===== src/hdl/patch_match_config.svh =====
`ifndef PATCH_MATCH_CONFIG_SVH
`define PATCH_MATCH_CONFIG_SVH

// Patch geometry
`define PM_PIXEL_WIDTH 11
`define PM_PATCH_SIZE 5
`define PM_ADDR_WIDTH 9
`define PM_DEPTH 512

// SRAM row and SAD accumulator widths
`define PM_ROW_WIDTH 64
`define PM_DIST_WIDTH 14

// Wishbone byte windows, PM_DEPTH x 8 bytes each
`define PM_QUERY_WB_BASE 32'h3000_0000
`define PM_KEY_WB_BASE 32'h3000_1000

`endif

===== src/hdl/patch_match_pkg.sv =====
`include "patch_match_config.svh"

package patch_match_pkg;

    // One pixel of a patch
    typedef logic [`PM_PIXEL_WIDTH-1:0] pixel_t;

    // Pixel 0 sits in the low bits
    typedef pixel_t [`PM_PATCH_SIZE-1:0] patch_t;

    // One SRAM row, patch in the low 55 bits
    typedef logic [`PM_ROW_WIDTH-1:0] row_t;

    // Patch index inside one memory
    typedef logic [`PM_ADDR_WIDTH-1:0] addr_t;

    // Sum of absolute differences over one patch
    typedef logic [`PM_DIST_WIDTH-1:0] dist_t;

endpackage


===== src/hdl/patch_rd_if.sv =====
`timescale 1ns/1ps

// Single patch read port, data one cycle after rd_en
interface patch_rd_if;
    import patch_match_pkg::*;

    logic   rd_en;
    addr_t  rd_addr;
    patch_t rd_patch;
    logic   rd_valid;

    modport requester (
        output rd_en,
        output rd_addr,
        input  rd_patch,
        input  rd_valid
    );

    modport memory (
        input  rd_en,
        input  rd_addr,
        output rd_patch,
        output rd_valid
    );

endinterface


===== src/hdl/patch_sad_engine.sv =====
`timescale 1ns/1ps
`include "patch_match_config.svh"

module patch_sad_engine (
    input  logic                    clk,
    input  logic                    reset_i,
    input  logic                    start_i,
    input  patch_match_pkg::addr_t  query_idx_i,
    input  logic [`PM_ADDR_WIDTH:0] num_keys_i,
    output logic                    busy_o,
    output logic                    done_o,
    output patch_match_pkg::addr_t  best_idx_o,
    output patch_match_pkg::dist_t  best_dist_o,
    patch_rd_if.requester           query_rd,
    patch_rd_if.requester           key_rd
);
    import patch_match_pkg::*;

    typedef enum logic [1:0] {
        S_IDLE,
        S_QUERY,
        S_SCAN,
        S_DRAIN
    } state_t;

    state_t state;

    addr_t  q_idx;
    addr_t  last_idx;   // num_keys - 1
    addr_t  key_cnt;    // Next key to request
    patch_t query_q;

    // Stage 1, tag of the read in flight
    addr_t  s1_idx;
    logic   s1_last;

    // Stage 2, SAD result waiting for compare
    logic   s2_valid;
    addr_t  s2_idx;
    dist_t  s2_dist;
    logic   s2_last;

    dist_t  sad_sum;

    function automatic pixel_t abs_diff(input pixel_t a, input pixel_t b);
        return (a > b) ? (a - b) : (b - a);
    endfunction

    assign busy_o = (state != S_IDLE);

    // Query read once, then one key address per cycle
    assign query_rd.rd_en   = (state == S_QUERY);
    assign query_rd.rd_addr = q_idx;
    assign key_rd.rd_en     = (state == S_SCAN);
    assign key_rd.rd_addr   = key_cnt;

    // SAD of the returning key against the held query
    always_comb begin
        sad_sum = '0;
        for (int p = 0; p < `PM_PATCH_SIZE; p++) begin
            sad_sum = sad_sum + dist_t'(abs_diff(query_q[p], key_rd.rd_patch[p]));
        end
    end

    always_ff @(posedge clk) begin
        if (reset_i) begin
            state       <= S_IDLE;
            done_o      <= 1'b0;
            s2_valid    <= 1'b0;
            best_idx_o  <= '0;
            best_dist_o <= '1;
        end else begin
            done_o   <= 1'b0;
            s2_valid <= key_rd.rd_valid;

            case (state)
                S_IDLE: begin
                    if (start_i) begin
                        best_idx_o  <= '0;
                        best_dist_o <= '1;
                        if (num_keys_i == '0) begin
                            done_o <= 1'b1; // Nothing to scan
                        end else begin
                            state <= S_QUERY;
                        end
                    end
                end
                S_QUERY: state <= S_SCAN;
                S_SCAN: begin
                    if (key_cnt == last_idx) begin
                        state <= S_DRAIN;
                    end
                end
                S_DRAIN: begin
                    if (s2_valid && s2_last) begin
                        state  <= S_IDLE;
                        done_o <= 1'b1;
                    end
                end
                default: state <= S_IDLE;
            endcase

            // Strictly smaller only, so ties keep the lower index
            if (s2_valid && (s2_dist < best_dist_o)) begin
                best_dist_o <= s2_dist;
                best_idx_o  <= s2_idx;
            end
        end
    end

    // Datapath and tags
    always_ff @(posedge clk) begin
        if ((state == S_IDLE) && start_i) begin
            q_idx    <= query_idx_i;
            last_idx <= addr_t'(num_keys_i - 1'b1);
        end

        if (state == S_QUERY) begin
            key_cnt <= '0;
        end else if (key_rd.rd_en) begin
            key_cnt <= key_cnt + 1'b1;
        end

        if (query_rd.rd_valid) begin
            query_q <= query_rd.rd_patch;
        end

        if (key_rd.rd_en) begin
            s1_idx  <= key_cnt;
            s1_last <= (key_cnt == last_idx);
        end

        s2_idx  <= s1_idx;
        s2_dist <= sad_sum;
        s2_last <= s1_last;
    end

    // A new scan must wait for the previous one
    a_start_idle: assert property (
        @(posedge clk) disable iff (reset_i) busy_o |-> !start_i
    );

endmodule


===== src/flat_wrapper.sv =====
// flat-port wrapper written by rule: the top's interface ports become plain ports
module patch_sad_engine_flat import patch_match_pkg::*;
  (clk, reset_i, start_i, query_idx_i, num_keys_i, busy_o, done_o, best_idx_o, best_dist_o, query_rd_rd_en, query_rd_rd_addr, query_rd_rd_patch, query_rd_rd_valid, key_rd_rd_en, key_rd_rd_addr, key_rd_rd_patch, key_rd_rd_valid);
  patch_rd_if query_rd_i ();
  patch_rd_if key_rd_i ();
  input  logic clk;
  input  logic reset_i;
  input  logic start_i;
  input  patch_match_pkg::addr_t query_idx_i;
  input  logic [`PM_ADDR_WIDTH:0] num_keys_i;
  output logic busy_o;
  output logic done_o;
  output patch_match_pkg::addr_t best_idx_o;
  output patch_match_pkg::dist_t best_dist_o;
  output wire logic [$bits(query_rd_i.rd_en)-1:0] query_rd_rd_en;
  output wire logic [$bits(query_rd_i.rd_addr)-1:0] query_rd_rd_addr;
  input wire logic [$bits(query_rd_i.rd_patch)-1:0] query_rd_rd_patch;
  input wire logic [$bits(query_rd_i.rd_valid)-1:0] query_rd_rd_valid;
  output wire logic [$bits(key_rd_i.rd_en)-1:0] key_rd_rd_en;
  output wire logic [$bits(key_rd_i.rd_addr)-1:0] key_rd_rd_addr;
  input wire logic [$bits(key_rd_i.rd_patch)-1:0] key_rd_rd_patch;
  input wire logic [$bits(key_rd_i.rd_valid)-1:0] key_rd_rd_valid;
  assign query_rd_rd_en = query_rd_i.rd_en;
  assign query_rd_rd_addr = query_rd_i.rd_addr;
  assign query_rd_i.rd_patch = query_rd_rd_patch;
  assign query_rd_i.rd_valid = query_rd_rd_valid;
  assign key_rd_rd_en = key_rd_i.rd_en;
  assign key_rd_rd_addr = key_rd_i.rd_addr;
  assign key_rd_i.rd_patch = key_rd_rd_patch;
  assign key_rd_i.rd_valid = key_rd_rd_valid;
  patch_sad_engine u_core (.clk(clk), .reset_i(reset_i), .start_i(start_i), .query_idx_i(query_idx_i), .num_keys_i(num_keys_i), .busy_o(busy_o), .done_o(done_o), .best_idx_o(best_idx_o), .best_dist_o(best_dist_o), .query_rd(query_rd_i), .key_rd(key_rd_i));
endmodule

===== config.mk =====
export PLATFORM = sky130hd
export DESIGN_NAME = patch_sad_engine_flat
export DESIGN_NICKNAME = d
export VERILOG_FILES = /design/src/hdl/patch_match_pkg.sv /design/src/hdl/patch_rd_if.sv /design/src/hdl/patch_sad_engine.sv /design/src/flat_wrapper.sv
export VERILOG_INCLUDE_DIRS = /design/src /design/src/hdl
export SDC_FILE = /design/constraint.sdc
export NUM_CORES = 1
export LEC_CHECK = 0
export ABC_AREA = 0
export BUFFER_PORTS_ARGS = -buffer_cell sky130_fd_sc_hd__buf_2
export CAP_MARGIN = 20
export CORE_MARGIN = 4
export CORE_UTILIZATION = 30
export CTS_BUF_LIST = sky130_fd_sc_hd__clkbuf_8
export CTS_CLUSTER_SIZE = 40
export DETAILED_ROUTE_END_ITERATION = 16
export PLACE_DENSITY = 0.53
export RECOVER_POWER = 50
export SLEW_MARGIN = 20
export SYNTH_ARGS = -nofsm -noshare
export SYNTH_HDL_FRONTEND = slang
export SYNTH_SLANG_ARGS = --single-unit

===== constraint.sdc =====
create_clock -name clk -period 11.6 [get_ports clk]
set_input_delay 1.74 -clock clk [delete_from_list [all_inputs] [get_ports clk]]
set_output_delay 1.74 -clock clk [all_outputs]
set_load 0.02 [all_outputs]

==> flow_summary.toml <==
[status]
outcome = "complete, but fails checks"
violations = "capacitance limit, slew limit"

[detailed_routing]
initialDrtViolationCount = 373
drcViolationCount = 0
ant_nets = 0
drt-pass1-iter-count = 4
routed_wl_um = 27870
wl_per_cell_um = 14.54
via_per_inst = 4.613
vias = 8839

[clocking]
htree_levels = 4
cts_tree = "built"
cts.path.max_buffers = 2
ctsResizeCount = 0
hold_buffers = 0
post_cts_buffers = 0
clock-root-buffer = "clkbuf_8"
numCtsBuffers = 17
path_clk_slew_ps = 100
clock_sinks = 143
clk_latency_ps = 490

[synth]
synth_warnings = 0
seq_area_frac_synth_pct = 32.02
yosysTopAreaCell = "edfxtp_1"
synthArstFlopShare_pct = 0
yosysUniqueCellTypes = 67
netlist_instances = 1230
yosys_most_used_dff = "edfxtp_1"
yosys-top-cells-area = "edfxtp_1 (22%), ha_1 (16%), dfxtp_1 (10%)"
avgSynthCellArea_um2 = 9.377
synth_nets = 1545
synth-edff-count = 83
synth_top_cell_area_share_pct = 21.61
synth_seq_cells = 143
syn-cell-area_um2 = 11530

[finish]
multi_input_comb_area_um2 = 6963
postLayoutCoreUtil_pct = 35.18
areaGrowthSynthToFinish_pct = 15.16
final-seq-area_um2 = 3694
drive_gt1_share_pct = 15.38
nets = 1706
num-fill-cells = 3907

[worst_setup_path]
crit_fanout = 9
critPathCaptureType = "register"
cp.required_ps = 12010
crit_path_start_kind = "input port"
worstPathArrival_ps = 8090
critPathKind = "input port to register"

[placed_design]
dpl_worst_slack_ps = 3450
hpwl_um = 22490
globalplace.congestion = 0.8270
port_buffers = 178

[sta]
final_hold_viol_count = 0
period_share_pct = 66.21
finalCriticalPeriod_ps = 7681
slew_violations = 107
hold_ws_ps = 348.6
setup_violations = 0
max-slew-margin-rel_pct = -113.7
setup_ws_ps = 3919
worst_pin_slew_ps = 3205
rsz0062_at_grt = "false"
fmax_mhz = 130.2
finalClockSkew_ps = 13.36
setup_tns_ps = 0

[grt]
grt_pass1_vias = 8858
grt_max_degree = 56
grt_pass1_wl_um = 44710
antenna_found_initial = 1
grt-ovfl-total = 0
groute.usage.overall_pct = 13.41

[die]
die_h_um = 204.1
rows = 71
io_pins = 179
initial_core_util_pct = 30.55
die_w_um = 204.1
die_area_um2 = 41650
core-area_um2 = 37760

[power]
ir_worst_vdd_mv = 0.3163
power_leakage_nw = 6.242
power_density_nw_per_um2 = 263.8

[flow_run]
drv_cap = 2

[hold_path]
holdCritPathClass = "register to register"
[sequential cells by signal (all words and copies together), names as in the netlist, 2 cells and up]
signal / cells
u_core.s2_idx: 9
u_core.query_rd.rd_addr: 9
u_core.best_idx_o: 9
u_core.last_idx: 9
u_core.key_rd.rd_addr: 9
u_core.state: 2
u_core.s1_idx: 9
u_core.best_dist_o: 14
u_core.s2_dist: 14
u_core.query_q: 55
[metal layers]
layer	up-vias	GRT usage [%]	share of wire [%]
met5	-	0	0
met4	0	3.853	1.7
met3	26	2.682	3.5
met2	161	22.48	47
met1	4101	17.64	48
li1	4551	-	-
[worst paths after layout]
check / from / end / slack [ps] / cells after the start
setup reg to reg: u_core.query_q[2]$_DFFE_PP_ / u_core.s2_dist[12]$_DFF_P_ / 4870 / 21
hold / removal: u_core.s1_idx[4]$_DFFE_PP_ / u_core.s2_idx[4]$_DFF_P_ / 350 / 0
setup / recovery: key_rd_rd_patch[2] / u_core.s2_dist[12]$_DFF_P_ / 3920 / 23
hold reg to reg: u_core.s1_idx[4]$_DFFE_PP_ / u_core.s2_idx[4]$_DFF_P_ / 350 / 0
[power breakdown]
part,switching [mW],leakage (nW),internal [mW]
clock network,0.238,0.205,0.178
logic,1.31,4.73,1.05
registers,0.0528,1.30,0.677
[layout make-up]
cell class                 count  area share (%)
timing repair buffer         182           6.811
sequential                   143           27.81
clock buffer                  17           1.762
antenna                        1         0.01884
inverter                     184           5.200
tap                          511           4.814
clock inverter                15           1.159
multi-input combinational    863           52.43
[cells in the mapped netlist (16+ instances only)]
library cell,instances
inv_1,184
ha_1,148
edfxtp_1,83
a21oi_1,82
nor2_1,74
mux2i_1,63
dfxtp_1,60
nand2_1,54
xnor2_1,54
o21ai_0,38
nor3_1,34
fa_1,33
nand2b_1,32
xor2_1,30
a21o_1,29
buf_2,24
nand3_1,19
nand4_1,16
[cells by family (layout without fill, tap and decap cells)]
group / Yosys count / after routing / share of synthesized area, %
AND/OR/NAND/NOR: 276 / 276 / 11.97
AO/OA/AOI/OAI: 254 / 254 / 14.21
buffers and inverters: 224 / 398 / 7.681
adder cells (fa/ha/maj): 181 / 181 / 21.78
flip-flops: 143 / 143 / 32.02
XOR/XNOR: 84 / 84 / 6.379
multiplexers: 68 / 68 / 5.956
other: 0 / 1 / 0
[worst max-delay path: stages]
cell       delay, ps
buf_2             90
inv_1             40
ha_1             420
o211ai_1         130
a21oi_1          170
o21ai_1          130
o21ai_1          780
mux2_1           470
fa_1             450
a21o_1           170
a21oi_1          210
o21ai_1          120
or4_1            460
a2111oi_0        440
nor3_1           160
fa_1             530
fa_1             540
inv_1             40
ha_1             370
a21oi_1          180
o31ai_1          100
a21oi_1          210
xnor2_1          130
[stage by stage]
| stage | power, mW | area, µm² | cells |
|---|---|---|---|
| after floorplan | 2.609 | 11530 | 1230 |
| after global placement | 3.073 | 12910 | 1883 |
| after detailed placement | 3.108 | 12910 | 1883 |
| after CTS | 3.552 | 13300 | 1915 |
| after global routing | 3.875 | 13280 | 1915 |
| final | 3.503 | 13280 | 1916 |
[layout by cell type (no fill, tap or decap), drive strengths merged, types with 7 or more instances in the layout]
| master | n |
|---|---|
| inv | 194 |
| buf | 173 |
| ha | 148 |
| edfxtp | 83 |
| a21oi | 83 |
| nor2 | 74 |
| mux2i | 63 |
| dfxtp | 60 |
| nand2 | 55 |
| xnor2 | 54 |
| o21ai | 50 |
| nor3 | 34 |
| fa | 33 |
| nand2b | 32 |
| xor2 | 30 |
| a21o | 29 |
| clkbuf | 26 |
| nand3 | 19 |
| nand4 | 16 |
| o21a | 13 |
| o21bai | 13 |
| nor2b | 12 |
| nand3b | 12 |
| o211ai | 10 |
| a31oi | 9 |
| o22ai | 7 |
No activity file was read; power rests on OpenSTA's default activity.
